**src/hw/portal_params.svh**
```systemverilog
`ifndef PORTAL_PARAMS_SVH
`define PORTAL_PARAMS_SVH

// address layout is {control bit, portal bit, offset}.
`define OFFSET_W 5
`define ADDR_W 7
`define TAG_W 6
`define DATA_W 32

`define ECHO_DEPTH 8
`define REQ_DEPTH 2

// fixed values seen on the control pages.
`define IND_PORTAL_ID 32'd5
`define REQ_PORTAL_ID 32'd6
`define UNUSED_REG_VALUE 32'h005A05A0

`endif
```
**src/hw/portalPkg.sv**
```systemverilog
`include "portal_params.svh"

package portalPkg;

  // portal select, taken from address bit 5.
  typedef enum logic {
    IND_PORTAL = 1'b0,
    REQ_PORTAL = 1'b1
  } portalSel_t;

  // control page offsets; in data space offset 0 is the data register
  // and offset 4 is the status register.
  typedef enum logic [`OFFSET_W-1:0] {
    REG_INTR_STATUS = 5'h00,
    REG_INTR_ENABLE = 5'h04,
    REG_ONE         = 5'h08,
    REG_CHANNEL     = 5'h0C,
    REG_ID          = 5'h10,
    REG_TWO         = 5'h14
  } ctrlReg_t;

endpackage

```
**src/hw/portalTop.sv**
```systemverilog
`timescale 1ns/1ps
`include "portal_params.svh"

module portalTop (
  input  logic                      CLK,
  input  logic                      RST_N,
  input  logic [`ADDR_W-1:0]        readAddr,
  input  logic [`TAG_W-1:0]         readTag,
  input  logic                      readReqEn,
  output logic                      readReqRdy,
  output logic [`DATA_W+`TAG_W-1:0] readData,
  output logic                      readDataRdy,
  input  logic                      readDataEn,
  input  logic [`ADDR_W-1:0]        writeAddr,
  input  logic [`TAG_W-1:0]         writeTag,
  input  logic                      writeReqEn,
  output logic                      writeReqRdy,
  input  logic [`DATA_W-1:0]        writeData,
  input  logic                      writeDataEn,
  output logic                      writeDataRdy,
  output logic [`TAG_W-1:0]         writeDone,
  output logic                      writeDoneRdy,
  input  logic                      writeDoneEn,
  output logic                      interrupt
);
  portalPkg::portalSel_t ctrlRdPortal;
  portalPkg::ctrlReg_t   ctrlRdOffset;
  logic [`DATA_W-1:0]    ctrlRdValue;
  logic                  ctrlWrEn;
  portalPkg::portalSel_t ctrlWrPortal;
  logic                  ctrlWrValue;
  logic                  sayEn;
  logic [`DATA_W-1:0]    sayValue;
  logic                  reqNotFull;
  logic                  indDeq;
  logic [`DATA_W-1:0]    indData;
  logic                  indNotEmpty;
  logic                  indIntrPending;

  readChannel u_read (
    .CLK(CLK), .RST_N(RST_N),
    .readAddr(readAddr), .readTag(readTag), .readReqEn(readReqEn), .readReqRdy(readReqRdy),
    .readData(readData), .readDataRdy(readDataRdy), .readDataEn(readDataEn),
    .ctrlRdPortal(ctrlRdPortal), .ctrlRdOffset(ctrlRdOffset), .ctrlRdValue(ctrlRdValue),
    .indData(indData), .indNotEmpty(indNotEmpty), .indDeq(indDeq), .reqNotFull(reqNotFull)
  );

  writeChannel u_write (
    .CLK(CLK), .RST_N(RST_N),
    .writeAddr(writeAddr), .writeTag(writeTag), .writeReqEn(writeReqEn),
    .writeReqRdy(writeReqRdy), .writeData(writeData), .writeDataEn(writeDataEn),
    .writeDataRdy(writeDataRdy), .writeDone(writeDone), .writeDoneRdy(writeDoneRdy),
    .writeDoneEn(writeDoneEn), .ctrlWrEn(ctrlWrEn), .ctrlWrPortal(ctrlWrPortal),
    .ctrlWrValue(ctrlWrValue), .sayEn(sayEn), .sayValue(sayValue), .reqNotFull(reqNotFull)
  );

  portalCtrl u_ctrl (
    .CLK(CLK), .RST_N(RST_N),
    .ctrlWrEn(ctrlWrEn), .ctrlWrPortal(ctrlWrPortal), .ctrlWrValue(ctrlWrValue),
    .ctrlRdPortal(ctrlRdPortal), .ctrlRdOffset(ctrlRdOffset), .ctrlRdValue(ctrlRdValue),
    .indIntrPending(indIntrPending), .interrupt(interrupt)
  );

  echoCore u_echo (
    .CLK(CLK), .RST_N(RST_N),
    .sayEn(sayEn), .sayValue(sayValue), .reqNotFull(reqNotFull),
    .indDeq(indDeq), .indData(indData), .indNotEmpty(indNotEmpty),
    .indIntrPending(indIntrPending)
  );

endmodule

```
**src/hw/echoCore.sv**
```systemverilog
`timescale 1ns/1ps
`include "portal_params.svh"

module echoCore (
  input  logic               CLK,
  input  logic               RST_N,
  input  logic               sayEn,
  input  logic [`DATA_W-1:0] sayValue,
  output logic               reqNotFull,
  input  logic               indDeq,
  output logic [`DATA_W-1:0] indData,
  output logic               indNotEmpty,
  output logic               indIntrPending
);
  logic [`DATA_W-1:0] reqHead;
  logic               reqNotEmpty;
  logic               delayNotFull;
  logic               move;

  // incoming say messages land here first.
  syncFifo #(.WIDTH(`DATA_W), .DEPTH(`REQ_DEPTH)) reqFifo (
    .CLK(CLK),
    .RST_N(RST_N),
    .din(sayValue),
    .enq(sayEn),
    .deq(move),
    .dout(reqHead),
    .fullN(reqNotFull),
    .emptyN(reqNotEmpty)
  );

  // each message is heard back unchanged, one per cycle while there is room.
  assign move = reqNotEmpty && delayNotFull;

  syncFifo #(.WIDTH(`DATA_W), .DEPTH(`ECHO_DEPTH)) delayFifo (
    .CLK(CLK),
    .RST_N(RST_N),
    .din(reqHead),
    .enq(move),
    .deq(indDeq),
    .dout(indData),
    .fullN(delayNotFull),
    .emptyN(indNotEmpty)
  );

  assign indIntrPending = indNotEmpty; // an echo waiting is the only interrupt source.

endmodule

```
**src/hw/portalCtrl.sv**
```systemverilog
`timescale 1ns/1ps
`include "portal_params.svh"

module portalCtrl (
  input  logic                  CLK,
  input  logic                  RST_N,
  input  logic                  ctrlWrEn,
  input  portalPkg::portalSel_t ctrlWrPortal,
  input  logic                  ctrlWrValue,
  input  portalPkg::portalSel_t ctrlRdPortal,
  input  portalPkg::ctrlReg_t   ctrlRdOffset,
  output logic [`DATA_W-1:0]    ctrlRdValue,
  input  logic                  indIntrPending,
  output logic                  interrupt
);
  logic indEnable;
  logic reqEnable;
  logic pending;
  logic enable;

  always_ff @(posedge CLK) begin
    if (!RST_N) begin
      indEnable <= 1'b0;
      reqEnable <= 1'b0;
    end else if (ctrlWrEn) begin
      if (ctrlWrPortal == portalPkg::IND_PORTAL) indEnable <= ctrlWrValue;
      else reqEnable <= ctrlWrValue;
    end
  end

  // the request portal has nothing to signal, so its status stays 0.
  assign pending = (ctrlRdPortal == portalPkg::IND_PORTAL) ? indIntrPending : 1'b0;
  assign enable = (ctrlRdPortal == portalPkg::IND_PORTAL) ? indEnable : reqEnable;

  always_comb begin
    case (ctrlRdOffset)
      portalPkg::REG_INTR_STATUS: ctrlRdValue = {{(`DATA_W-1){1'b0}}, pending};
      portalPkg::REG_INTR_ENABLE: ctrlRdValue = {{(`DATA_W-1){1'b0}}, enable};
      portalPkg::REG_ONE:         ctrlRdValue = `DATA_W'(1);
      portalPkg::REG_CHANNEL:     ctrlRdValue = {{(`DATA_W-1){1'b0}}, pending}; // channel 0 plus 1.
      portalPkg::REG_ID: begin
        ctrlRdValue = (ctrlRdPortal == portalPkg::IND_PORTAL) ? `IND_PORTAL_ID : `REQ_PORTAL_ID;
      end
      portalPkg::REG_TWO:         ctrlRdValue = `DATA_W'(2);
      5'h18, 5'h1C:               ctrlRdValue = '0;
      default:                    ctrlRdValue = `UNUSED_REG_VALUE;
    endcase
  end

  assign interrupt = indIntrPending && indEnable;

endmodule

```
**src/hw/writeChannel.sv**
```systemverilog
`timescale 1ns/1ps
`include "portal_params.svh"

module writeChannel (
  input  logic                  CLK,
  input  logic                  RST_N,
  input  logic [`ADDR_W-1:0]    writeAddr,
  input  logic [`TAG_W-1:0]     writeTag,
  input  logic                  writeReqEn,
  output logic                  writeReqRdy,
  input  logic [`DATA_W-1:0]    writeData,
  input  logic                  writeDataEn,
  output logic                  writeDataRdy,
  output logic [`TAG_W-1:0]     writeDone,
  output logic                  writeDoneRdy,
  input  logic                  writeDoneEn,
  output logic                  ctrlWrEn,
  output portalPkg::portalSel_t ctrlWrPortal,
  output logic                  ctrlWrValue,
  output logic                  sayEn,
  output logic [`DATA_W-1:0]    sayValue,
  input  logic                  reqNotFull
);
  localparam int REQ_W = `ADDR_W + `TAG_W;

  logic [REQ_W-1:0]    reqHead;
  logic                reqEmptyN;
  logic                dataEmptyN;
  logic                doneFullN;
  logic                isCtrl;
  logic                needReq;
  logic                fire;
  portalPkg::ctrlReg_t offset;

  syncFifo #(.WIDTH(REQ_W), .DEPTH(`REQ_DEPTH)) reqFifo (
    .CLK(CLK), .RST_N(RST_N),
    .din({writeAddr, writeTag}), .enq(writeReqEn), .deq(fire),
    .dout(reqHead), .fullN(writeReqRdy), .emptyN(reqEmptyN)
  );

  syncFifo #(.WIDTH(`DATA_W), .DEPTH(`REQ_DEPTH)) dataFifo (
    .CLK(CLK), .RST_N(RST_N),
    .din(writeData), .enq(writeDataEn), .deq(fire),
    .dout(sayValue), .fullN(writeDataRdy), .emptyN(dataEmptyN)
  );

  assign isCtrl = reqHead[REQ_W-1];
  assign ctrlWrPortal = portalPkg::portalSel_t'(reqHead[REQ_W-2]);
  assign offset = portalPkg::ctrlReg_t'(reqHead[`TAG_W +: `OFFSET_W]);
  assign needReq = !isCtrl && ctrlWrPortal == portalPkg::REQ_PORTAL;

  // a say message stalls here until the echo core has room for it.
  assign fire = reqEmptyN && dataEmptyN && doneFullN && (!needReq || reqNotFull);
  assign ctrlWrEn = fire && isCtrl && offset == portalPkg::REG_INTR_ENABLE;
  assign ctrlWrValue = sayValue[0];
  assign sayEn = fire && needReq;

  syncFifo #(.WIDTH(`TAG_W), .DEPTH(`REQ_DEPTH)) doneFifo (
    .CLK(CLK), .RST_N(RST_N),
    .din(reqHead[`TAG_W-1:0]), .enq(fire), .deq(writeDoneEn),
    .dout(writeDone), .fullN(doneFullN), .emptyN(writeDoneRdy)
  );

endmodule

```
**src/hw/readChannel.sv**
```systemverilog
`timescale 1ns/1ps
`include "portal_params.svh"

module readChannel (
  input  logic                       CLK,
  input  logic                       RST_N,
  input  logic [`ADDR_W-1:0]         readAddr,
  input  logic [`TAG_W-1:0]          readTag,
  input  logic                       readReqEn,
  output logic                       readReqRdy,
  output logic [`DATA_W+`TAG_W-1:0]  readData,
  output logic                       readDataRdy,
  input  logic                       readDataEn,
  output portalPkg::portalSel_t      ctrlRdPortal,
  output portalPkg::ctrlReg_t        ctrlRdOffset,
  input  logic [`DATA_W-1:0]         ctrlRdValue,
  input  logic [`DATA_W-1:0]         indData,
  input  logic                       indNotEmpty,
  output logic                       indDeq,
  input  logic                       reqNotFull
);
  localparam int REQ_W = `ADDR_W + `TAG_W;

  logic [REQ_W-1:0]   reqHead;
  logic               reqEmptyN;
  logic               dataFullN;
  logic               isCtrl;
  logic               needInd;
  logic               fire;
  logic [`TAG_W-1:0]  headTag;
  logic [`DATA_W-1:0] value;

  syncFifo #(.WIDTH(REQ_W), .DEPTH(`REQ_DEPTH)) reqQueue (
    .CLK(CLK), .RST_N(RST_N),
    .din({readAddr, readTag}), .enq(readReqEn), .deq(fire),
    .dout(reqHead), .fullN(readReqRdy), .emptyN(reqEmptyN)
  );

  assign isCtrl = reqHead[REQ_W-1]; // address bit 6.
  assign ctrlRdPortal = portalPkg::portalSel_t'(reqHead[REQ_W-2]);
  assign ctrlRdOffset = portalPkg::ctrlReg_t'(reqHead[`TAG_W +: `OFFSET_W]);
  assign headTag = reqHead[`TAG_W-1:0];

  // only the indication data register has to wait for a message.
  assign needInd = !isCtrl && ctrlRdPortal == portalPkg::IND_PORTAL &&
                   ctrlRdOffset == portalPkg::REG_INTR_STATUS;
  assign fire = reqEmptyN && dataFullN && (!needInd || indNotEmpty);
  assign indDeq = fire && needInd;

  always_comb begin
    value = '0;
    if (isCtrl) begin
      value = ctrlRdValue;
    end else if (ctrlRdPortal == portalPkg::IND_PORTAL) begin
      if (ctrlRdOffset == portalPkg::REG_INTR_STATUS) value = indData;
      else if (ctrlRdOffset == portalPkg::REG_INTR_ENABLE) value = {{(`DATA_W-1){1'b0}}, indNotEmpty};
    end else if (ctrlRdOffset == portalPkg::REG_INTR_ENABLE) begin
      value = {{(`DATA_W-1){1'b0}}, reqNotFull};
    end
  end

  syncFifo #(.WIDTH(`DATA_W + `TAG_W), .DEPTH(`REQ_DEPTH)) dataFifo (
    .CLK(CLK), .RST_N(RST_N),
    .din({value, headTag}), .enq(fire), .deq(readDataEn),
    .dout(readData), .fullN(dataFullN), .emptyN(readDataRdy)
  );

endmodule

```
**src/hw/syncFifo.sv**
```systemverilog
`timescale 1ns/1ps

module syncFifo #(
  parameter int WIDTH = 32,
  parameter int DEPTH = 2
) (
  input  logic             CLK,
  input  logic             RST_N,
  input  logic [WIDTH-1:0] din,
  input  logic             enq,
  input  logic             deq,
  output logic [WIDTH-1:0] dout,
  output logic             fullN,
  output logic             emptyN
);
  localparam int PTR_W = (DEPTH > 1) ? $clog2(DEPTH) : 1;
  localparam int CNT_W = $clog2(DEPTH + 1);
  localparam logic [PTR_W-1:0] LAST = PTR_W'(DEPTH - 1);

  logic [WIDTH-1:0] mem [DEPTH];
  logic [PTR_W-1:0] rdPtr;
  logic [PTR_W-1:0] wrPtr;
  logic [CNT_W-1:0] count;
  logic doEnq;
  logic doDeq;

  // the flags guard both sides, so a request on a full or empty FIFO is dropped.
  assign doEnq = enq && fullN;
  assign doDeq = deq && emptyN;
  assign fullN = count != CNT_W'(DEPTH);
  assign emptyN = count != '0;
  assign dout = mem[rdPtr];

  always_ff @(posedge CLK) begin
    if (!RST_N) begin
      rdPtr <= '0;
      wrPtr <= '0;
      count <= '0;
    end else begin
      if (doEnq) wrPtr <= (wrPtr == LAST) ? '0 : wrPtr + 1'b1;
      if (doDeq) rdPtr <= (rdPtr == LAST) ? '0 : rdPtr + 1'b1;
      if (doEnq && !doDeq) count <= count + 1'b1;
      else if (doDeq && !doEnq) count <= count - 1'b1;
    end
  end

  always_ff @(posedge CLK) begin
    if (doEnq) mem[wrPtr] <= din;
  end

endmodule

```
**config.mk**
```make
export PLATFORM = sky130hd
export DESIGN_NAME = portalTop
export DESIGN_NICKNAME = d
export VERILOG_FILES = /design/src/hw/portalPkg.sv /design/src/hw/portalTop.sv /design/src/hw/echoCore.sv /design/src/hw/portalCtrl.sv /design/src/hw/writeChannel.sv /design/src/hw/readChannel.sv /design/src/hw/syncFifo.sv
export VERILOG_INCLUDE_DIRS = /design/src /design/src/hw
export SDC_FILE = /design/constraint.sdc
export NUM_CORES = 1
export LEC_CHECK = 0
export CORE_MARGIN = 3
export CORE_UTILIZATION = 55
export DETAILED_ROUTE_END_ITERATION = 7
export DONT_BUFFER_PORTS = 1
export PLACE_DENSITY = 0.81
export SLEW_MARGIN = 5
export SYNTH_ARGS = -nofsm -noshare
export SYNTH_HDL_FRONTEND = slang
export SYNTH_SLANG_ARGS = --single-unit
```
**constraint.sdc**
```tcl
create_clock -name CLK -period 6.8 [get_ports CLK]
set_input_delay 0.68 -clock CLK [delete_from_list [all_inputs] [get_ports CLK]]
set_output_delay 0.68 -clock CLK [all_outputs]
set_load 0.02 [all_outputs]
```
# Yosys cells after proc, flatten, opt, wreduce, memory -nomap -nowiden

Memory sizes are Yosys's and may differ from the RTL's. A register that Yosys moved wholly into a read port is not among the register bits.
Index checks and enable logic that the tools add are counted.

Bits in registers: 36
Latch bits: 0
Memory bits (writable): 524
ROM bits: 0
Input bits: 65
Output and inout port bits: 50
Word-level logic and storage cells: 223
Memories: 7

Memory list:

| memory               | depth | bits a word | read ports | clocked after memory_dff | wr ports | RTL line       | text |
|---|---|---|---|---|---|---|---|
| u_echo.delayFifo.mem | 8     | 32          | 1          | 1                        | 1        | syncFifo.sv:20 | `logic [WIDTH-1:0] mem [DEPTH];` |
| u_read.dataFifo.mem  | 2     | 38          | 1          | 1                        | 1        | syncFifo.sv:20 |  |
| u_echo.reqFifo.mem   | 2     | 32          | 1          | 1                        | 1        | syncFifo.sv:20 |  |
| u_write.dataFifo.mem | 2     | 32          | 1          | 1                        | 1        | syncFifo.sv:20 |  |
| u_read.reqQueue.mem  | 2     | 13          | 1          | 1                        | 1        | syncFifo.sv:20 |  |
| u_write.reqFifo.mem  | 2     | 13          | 1          | 1                        | 1        | syncFifo.sv:20 |  |
| +1 memories          | n/a   | n/a         | n/a        | n/a                      | n/a      | n/a            |  |

Add/subtract/negate cells: 28
$mul: 0
Div/mod/pow operators: 0
Order comparisons: 0
Eq/ne operators: 17
Shift operators: 0
Muxes and demuxes: 65
Bitwise operators: 2
Reduce and logical (&&, ||, !) cells: 81

Operators by type and width:

| operator                                         | count |
|---|---|
| one-hot mux 32 bit (6 select lines)              | 1 |
| 2-to-1 mux 32 bit                                | 3 |
| logical AND 1 bit                                | 42 |
| 2-to-1 mux 1 bit                                 | 42 |
| 2-to-1 mux 2 bit                                 | 13 |
| nonzero test 2 bit                               | 13 |
| == test 5 bit, second input constant             | 4 |
| logical NOT 1 bit                                | 18 |
| adder 1 bit, second input constant               | 12 |
| adder 2 x 1 -> 2 bit, second input constant      | 6 |
| 2-to-1 mux 3 bit                                 | 4 |
| inequality test 2 bit, second input constant     | 6 |
| subtractor 2 x 1 -> 2 bit, second input constant | 6 |
| == test 5 x 3 -> 1 bit, second input constant    | 2 |
| == test 5 x 4 -> 1 bit, second input constant    | 2 |
| 2-to-1 mux 4 bit                                 | 2 |
| adder 3 x 1 -> 3 bit, second input constant      | 2 |
| == test 3 bit, second input constant             | 2 |
| logical NOT 5 bit                                | 1 |
| adder 4 x 1 -> 4 bit, second input constant      | 1 |
| inequality test 4 bit, second input constant     | 1 |
| AND reduction 2 bit                              | 2 |
| nonzero test 4 bit                               | 1 |
| OR reduction 2 bit                               | 2 |
| other kinds (3)                                  | 5 |

# Logic depth before layout (Yosys ltp)

Gate-level depths: netlist of the first run.

Word-level depth: 11
Mapped depth: 13
Depth with buffers taken out: 12

# By module

A second synthesis of the first run with hierarchy kept.

Cell total of the unflattened synthesis: 1180
Area total of the unflattened synthesis: 22719.3 um^2

Modules (own cells, without submodules):

| module                          | instances | cells an instance | area an instance (um^2) | sequential area each (um^2) |
|---|---|---|---|---|
| syncFifo at u_echo.delayFifo    | 1         | 445               | 10442.5                 | 7947.6 |
| syncFifo at u_echo.reqFifo ...  | 2         | 124               | 2551.2                  | 2021.9 |
| syncFifo at u_read.dataFifo     | 1         | 142               | 2980.4                  | 2382.3 |
| syncFifo at u_read.reqQueue ... | 2         | 64                | 1174.9                  | 880.8 |
| readChannel                     | 1         | 114               | 715.7                   | 0.0 |
| syncFifo at u_write.doneFifo    | 1         | 43                | 674.4                   | 460.4 |
| portalCtrl                      | 1         | 51                | 382.9                   | 40.0 |
| writeChannel                    | 1         | 7                 | 57.6                    | 0.0 |
| echoCore                        | 1         | 2                 | 13.8                    | 0.0 |

# Worst setup path after synthesis of the first run

Ideal clock, no wire load.

Path kind: register to register
Start: register u_echo.delayFifo.count[0]
End: memory u_echo.delayFifo.mem[4][0], in the netlist u_echo.delayFifo.mem[2][0], enable pin
Setup time: 0.513 ns
Data arrival time: 4.257 ns
Required time: 6.287 ns
Slack: 2.030 ns
Cell stages (with the launch flop): 6
Buffers on the path: 1
Clock period less this slack: 4.770 ns
Cell sequence: dfxtp_1 > nor3_1 > nand2_1 > o21ai_0 > clkbuf_1 > nor4b_1

Cells in the longest elaborated chain, start to end: 5

Ends and longest elaborated chain:

| element                                  | RTL line       | text |
|---|---|---|
| start, declared                          | syncFifo.sv:23 | `logic [CNT_W-1:0] count;` |
| start signal, assigned                   | syncFifo.sv:42 | `if (doEnq && !doDeq) count <= count + 1'b1;` |
| start signal, assigned                   | syncFifo.sv:43 | `else if (doDeq && !doEnq) count <= count - 1'b1;` |
| inequality test 4 bit *                  | syncFifo.sv:30 | `assign fullN = count != CNT_W'(DEPTH);` |
| logical AND 1 bit                        | echoCore.sv:33 | `assign move = reqNotEmpty && delayNotFull;` |
| logical AND 1 bit *                      | syncFifo.sv:28 | `assign doEnq = enq && fullN;` |
| 2-to-1 mux 1 bit *                       | syncFifo.sv:48 | `if (doEnq) mem[wrPtr] <= din;` |
| 2-to-1 mux 1 bit (implied by the code) * | syncFifo.sv:48 |  |
| end, declared                            | syncFifo.sv:20 |  |

Mark *: on every way between the ends. The rest lies on a longest branch, timed or not.

==> run summary, run 1 <==
Post-Route Setup TNS -> 0 ps
Startpoint type of the worst setup path -> flip-flop
Chip Width -> 204 microns
Latest clock arrival within the worst-skew pair -> 580 ps
Min-delay worst type -> input port to flip-flop
Die area -> 41800 sq um
Largest net degree at the start of global routing -> 65
Synth Register Bits -> 569
Logic pwr share -> 0.195
Net count, final -> 1197
Buffers on Ports -> 0
Final-layout fill cell count -> 2666
Share of the synthesized area in the top cell type -> 0.726
Synth top cells by count -> 524 x edfxtp_1, 121 x mux2_2, 64 x mux4_2
Wire per inst -> 22.5 microns
Synth Area per Inst -> 19.9 sq um
Post_cts resized -> 0
Crit path DAT -> 3950 ps
Area leader, netlist -> edfxtp_1
Sink Count -> 569
Share of layout cells above drive strength 1 -> 0.267
Drt first-iter violations -> 755
Setup Buffers After CTS -> 0
Clk buf depth -> 3
Placer Congestion -> 0.786
Core Rows -> 72
Critical path class -> flip-flop to flip-flop
# diodes -> 0
Antenna Nets Post-Route -> 0
Worst-path fanout max -> 21
Total grt overflow -> 0
Hpwl dp -> 21.6 mm
Vert. Die Dim -> 204 microns
Critical Path End -> u_echo.delayFifo.count[3]
Clock Pin Slew Worst Setup and Hold Paths -> 70 ps
Post-synth EDFFs -> 524
Internal -> 6.94 mW
Worst VDD drop -> 0.000325 V
Max layer used -> met4
FF-to-FF path depth -> 12
First-pass GRT wire length -> 58.6 mm
CTS tree -> yes
I/O pin cnt -> 115
RSZ-0062 raised after global routing -> no
Met2 WL -> 18.1 mm
Syn_nets -> 1165
Dominant cells by area after synthesis -> edfxtp_1 73%, mux4_2 6.7%, mux2_2 6.3%
# setup viols final -> 0
PD cells -> 395 nW/um^2
Detail-routed via count per cell -> 5.77
Slew Viols, Final -> 0
Clock skew -> 26.8 ps
Synth warn -> 0
Sw Share -> 0.270
Sequential power share -> 0.501
Peak Freq -> 290 MHz
Total track usage -> 0.184
Worst path required time -> 7300 ps
Syn Inst Count -> 1086
Sequential element share of the synthesized area -> 0.768
TritonCTS Buffers -> 54
Drt pass-1 iters -> 5
Outcome -> completed
DRC viols -> 0
Met3 wire length -> 2.50 mm
Final min period -> 3440 ps
# hold bufs at CTS -> 0
Mapped Area -> 21700 sq um
Final Hold Viols -> 0
Initial antenna violation count -> 0
Tightest Pin Transition -> 1160 ps
Static leakage -> 7.64 nW
Crit share post-route -> 0.506
Top FF cell, synth -> edfxtp_1
Design area -> 24100 sq um
FFs w/ async S/R, synth -> 0
Clock power share -> 0.305
Area Growth Syn to Fin -> 11.1%
Unique masters post-synth -> 55
Initial core utilization -> 0.559
Slew headroom -> 0.224
Htree depth -> 2
Vias in the first global route -> 10.2k
DP Area -> 22300 sq um
CORE AREA -> 38700 sq um
Post-Route M1 WL -> 16.4 mm
Crit. End Element -> flip-flop
Vias post-DR -> 9664
Clk root buf -> clkbuf_16
Worst Hold Depth -> 0
Psw -> 2.57 mW
WL final -> 37.7 mm
Most numerous cell in the Yosys netlist -> edfxtp_1
Max-cap check violation count -> 0
Reg2reg end -> u_echo.delayFifo.count[3]
Worst R2R Setup Slack -> 3360 ps
## worst min-delay path by stage
stage,startpoint,to,slack [ps]
4_1_cts,writeAddr[6],u_write.reqFifo.mem[0][12],160
5_1_grt,writeData[17],u_write.dataFifo.mem[0][17],160
3_5_place_dp,u_read.reqQueue.rdPtr,u_read.reqQueue.rdPtr,470
6_report,writeAddr[6],u_write.reqFifo.mem[0][12],190
2_1_floorplan,u_ctrl.reqEnable,u_ctrl.reqEnable,430
3_3_place_gp,u_read.reqQueue.rdPtr,u_read.reqQueue.rdPtr,470
## critical path: stages (launching register included)
cell and delay [ps]:
dfxtp_1 890, nor3b_2 390, o22ai_2 200, nor3_4 300, inv_2 80, ha_1 220, inv_1 110, ha_1 240
a21o_1 180, a21oi_1 190, xnor2_1 110, or3_1 300, a21boi_0 160
## routing by layer
layer | track usage | vias up
li1 | - | 4361
met1 | 0.259 | 4974
met2 | 0.296 | 281
met3 | 0.0433 | 48
met4 | 0.0457 | 0
met5 | 0 | -
## power groups by stage
stage                     clock network, mW  registers, mW  logic [mW]
after global placement                    0           4.80        1.80
after CTS                              2.96           4.77        1.87
after global routing                   3.09           4.82        2.01
after detailed placement                  0           4.83        1.85
final                                  2.90           4.76        1.85
after floorplan                           0           4.74        1.46
## area by class of cell
class / instances / area, sq um / share of cell area
multi-input cells: 461 / 4860 / 0.202
clock inverters: 28 / 259 / 0.0108
inverters: 13 / 48.8 / 0.00203
clock buffers: 66 / 1460 / 0.0607
well taps: 518 / 648 / 0.0269
flip-flops and latches: 569 / 16600 / 0.692
repair buffers: 19 / 143 / 0.00593
## cell usage in the layout (no fill, tap or decap), types with 4 or more instances in the layout
master,netlist,final
mux4_2,64,64
o21ai_0,20,20
nand2b_1,5,5
nor2_1,34,28
buf_4,0,19
clkbuf_1,25,9
mux2_2,121,121
clkinv_2,0,5
or3_1,10,10
clkinv_1,0,14
nand2_1,21,21
xor2_1,6,6
inv_1,12,12
nor3_2,2,4
o21a_1,6,6
clkbuf_16,0,57
edfxtp_1,524,524
nor3_1,6,4
a21boi_0,10,10
bufinv_16,0,5
and2_1,27,26
mux2i_1,43,43
nor2_2,0,4
a21oi_1,4,4
xnor2_1,14,14
nor2b_1,5,5
or2_2,5,5
ha_1,13,13
dfxtp_1,45,41
nor3b_2,2,4
## cell families (layout without fill, tap and decap cells)
kind of cell,after synthesis,in the layout,synth area share
compound gates,58,58,0.0179
xor+xnor,20,20,0.00809
fa+ha+maj,14,14,0.00843
buf+inv,56,126,0.0106
flops,569,569,0.768
mux,229,229,0.150
simple gates,140,140,0.0367
## metrics by stage
step | instances | hold slack (ps) | power [mW] | worst slack [ps] | utilization
global placement | 1580 | 467 | 6.60 | 3540 | 0.577
floorplan | 1086 | 434 | 6.19 | 2030 | -
global route | 1674 | 162 | 9.92 | 3100 | 0.621
CTS | 1674 | 159 | 9.60 | 3370 | 0.621
finish | 1674 | 192 | 9.51 | 3360 | 0.621
detailed placement | 1580 | 475 | 6.69 | 3370 | 0.577
## flip-flops by register name, indices dropped and copies added, names as in the netlist, 3 cells and up, named ones only
register / flops
u_echo.delayFifo.mem: 256
u_echo.reqFifo.mem: 64
u_read.reqQueue.mem: 26
u_echo.delayFifo.wrPtr: 3
u_read.dataFifo.mem: 76
u_echo.delayFifo.count: 4
u_echo.delayFifo.rdPtr: 3
u_write.dataFifo.mem: 64
u_write.doneFifo.mem: 12
u_write.reqFifo.mem: 26
(Power assumes the default switching activity.)
==> inputs of run 2 (changes only) <==
Settings changed: ABC_AREA set to 1, PLACE_DENSITY 0.81 to 0.84.
Clock period 6.8 ns to 2.9 ns, I/O delays scaled along.
==> run summary, run 2 <==
Total track usage -> 0.200 (+0.0159)
Sequential element share of the synthesized area -> 0.758 (-0.0102)
Chip Width -> 206 microns (+0.65%)
Area leader, netlist -> edfxtp_1
Initial core utilization -> 0.563 (+0.00357)
Share of layout cells above drive strength 1 -> 0.162 (-0.105)
Drt pass-1 iters -> 7 (+2)
Wire per inst -> 19.5 microns (-13%)
Most numerous cell in the Yosys netlist -> edfxtp_1
Detail-routed via count per cell -> 5.68 (-1.7%)
Min-delay worst type -> input port to flip-flop
Critical path class -> flip-flop to flip-flop
Startpoint type of the worst setup path -> flip-flop
Largest registers -> u_echo.delayFifo.mem: 256 flops, u_read.dataFifo.mem: 76 flops
Crit path DAT -> 3130 ps (-820 ps)
Unique masters post-synth -> 32 (-42%)
Met1 Use GR -> 0.270 (+0.0107)
Slew headroom -> 0.314 (+0.0891)
Outcome -> completed
Hpwl dp -> 24.8 mm (+15%)
Max reg flops -> 256 (unchanged)
Worst-path fanout max -> 14 (-33%)
Place WS -> 255 ps (-3110 ps)
Largest delay share family, worst path -> simple AND/OR/NAND/NOR gates
Die area -> 42300 sq um (+1.3%)
WL final -> 42.5 mm (+13%)
WHS -> 67.8 ps (-125 ps)
Commonest non-fill, non-tap cell in the layout -> edfxtp_1
Crit share post-route -> 0.904 (+0.398)
Slowest-stage cell, CP -> dfxtp_2
Sink Count -> 569 (unchanged)
Gr busiest metal -> met2
Core Util, Final -> 0.643 (+0.0216)
Final min period -> 2620 ps (-821 ps)
Design area -> 25100 sq um (+4.2%)
Multi-input gate area -> 4810 sq um (-1.1%)
Static leakage -> 9.03 nW (+18%)
Tightest Pin Transition -> 1030 ps (-133 ps)
Placer Congestion -> 0.797 (+1.4%)
Syn_nets -> 1610 (+38%)
FFs w/ async S/R, synth -> 0 (unchanged)
Syn Inst Count -> 1531 (+41%)
Worst path required time -> 3400 ps (-3900 ps)
# setup viols final -> 0 (unchanged)
Area Growth Syn to Fin -> 14.2%
Post-route worst setup slack -> 277 ps (-3080 ps)
RSZ-0062 raised after global routing -> no
Crit-path max cell delay -> 380 ps (-510 ps)
Antenna Nets Post-Route -> 0 (unchanged)
Crit. End Element -> flip-flop
Share of the synthesized area in the top cell type -> 0.717 (-0.00960)
Drt first-iter violations -> 1113 (+47%)
Synth Register Bits -> 569 (unchanged)
Worst-path cell chain -> inv_4, nand2_1, nand2_1, nor2_1, inv_1, nor3_4, nand2_1, ha_1, inv_1, ha_1, a21oi_1, nand2_1, a21oi_1, o21ai_0, nand2_1, nand2_1, nor2_1
I/O pin cnt -> 115 (unchanged)
PD cells -> 946 nW/um^2 (+140%)
Synth Area per Inst -> 14.3 sq um (-28%)
Register area -> 16600 sq um (about the same)
Post-Route Setup TNS -> 0 ps (unchanged)
Total grt overflow -> 0 (unchanged)
Largest net degree at the start of global routing -> 129 (+98%)
Fin cells -> 2176 (+30%)
Pwr Total -> 23.7 mW (+150%)
# diodes -> 0 (unchanged)
Clock skew -> 25.4 ps (-1.43 ps)
Max-cap check violation count -> 0 (unchanged)
Latest clock arrival within the worst-skew pair -> 580 ps (about the same)
Net count, final -> 1692 (+41%)
Core Rows -> 72 (unchanged)
Most frequent cells in the layout -> 524 x edfxtp_1, 271 x nand2_1, 159 x a21oi_1
Vias in the first global route -> 12.6k (+23%)
Met2 Usage GRT -> 0.333 (+0.0374)
Buf/Inv on CP -> 3 (+1)
Most frequent CP cell -> nand2_1
Clk root buf -> clkbuf_16
Synth top cells by count -> 524 x edfxtp_1, 271 x nand2_1, 159 x a21oi_1
Final Hold Viols -> 0 (unchanged)
Vert. Die Dim -> 206 microns (+0.65%)
Mapped Area -> 22000 sq um (+1.3%)
Most flop-heavy register -> u_echo.delayFifo.mem
Post-synth EDFFs -> 524 (unchanged)
Top FF cell, synth -> edfxtp_1
Clk buf depth -> 3 (unchanged)
Met3 Use GR -> 0.0386 (-0.00472)
DP Area -> 22600 sq um (+1.3%)
Dominant cells by area after synthesis -> edfxtp_1 72%, mux2_2 5.5%, nand2_1 4.6%
Peak Freq -> 381 MHz (+31%)
Synth warn -> 0 (unchanged)
Initial antenna violation count -> 0 (unchanged)
Buffers on Ports -> 0 (unchanged)
Clock Pin Slew Worst Setup and Hold Paths -> 60 ps (about the same)
CTS tree -> yes
Slew Viols, Final -> 0 (unchanged)
Placed Cells -> 2013 (+27%)
Vias post-DR -> 12.4k (+28%)
CORE AREA -> 39000 sq um (+0.70%)
DRC viols -> 0 (unchanged)
Setup Buffers After CTS -> 0 (unchanged)
TritonCTS Buffers -> 54 (unchanged)
First-pass GRT wire length -> 66.3 mm (+13%)
Htree depth -> 2 (unchanged)
Final-layout fill cell count -> 2520 (-5.5%)
Worst VDD drop -> 0.000571 V (+76%)
-- run 2: logic make-up after synthesis --
logic type | synth area share
flops | 0.758
simple gates | 0.0811
compound gates | 0.0704
buf+inv | 0.0255
mux | 0.0549
fa+ha+maj | 0.00832
xor+xnor | 0.00199
-- run 2: per-layer routing --
metal / vias to the layer above / routed length [microns]
li1: 5764 / -
met1: 6015 / 17600
met2: 493 / 20800
met3: 81 / 3130
met4: 0 / 897
met5: - / 0
-- run 2: worst paths after layout --
path | startpoint | end | slack (ps) | depth (start not counted)
min reg2reg | u_echo.reqFifo.rdPtr | u_echo.reqFifo.rdPtr | 460 | 1
min | writeReqEn | u_write.reqFifo.wrPtr | 70 | 4
max reg2reg | flip-flop | u_echo.delayFifo.count[3] | 280 | 17
max | flip-flop | u_echo.delayFifo.count[3] | 280 | 17
-- run 2: timing repair --
| item | in CTS | in global routing |
|---|---|---|
| endpoints found under the hold margin | 160 | 0 |
| endpoints found under the setup margin | 0 | 1 |
| gates resized for setup | 0 | 6 |
| hold buffers | 62 | 0 |
-- run 2: worst reg2reg max path, stage by stage, from the launching register on --
cell and delay (ps):
dfxtp_2 380, inv_4 90, nand2_1 90, nand2_1 80
nor2_1 190, inv_1 110, nor3_4 170, nand2_1 90
ha_1 180, inv_1 140, ha_1 290, a21oi_1 160
nand2_1 80, a21oi_1 130, o21ai_0 120, nand2_1 80
nand2_1 40, nor2_1 140
-- run 2: cell type report --
| cell class | instances | share of cell area |
|---|---|---|
| multi-input combinational | 821 | 0.192 |
| timing repair buffer | 96 | 0.0361 |
| clock inverter | 34 | 0.0121 |
| sequential | 569 | 0.664 |
| clock buffer | 67 | 0.0599 |
| inverter | 71 | 0.0107 |
| tap | 518 | 0.0258 |
-- run 2: power by group --
| part | switching, mW | total (mW) | internal, mW | leakage, nW |
|---|---|---|---|---|
| combinational | 3.52 | 5.11 | 1.59 | 2.95 |
| sequential | 0.504 | 11.6 | 11.1 | 5.18 |
| clock | 2.90 | 7.01 | 4.12 | 0.892 |
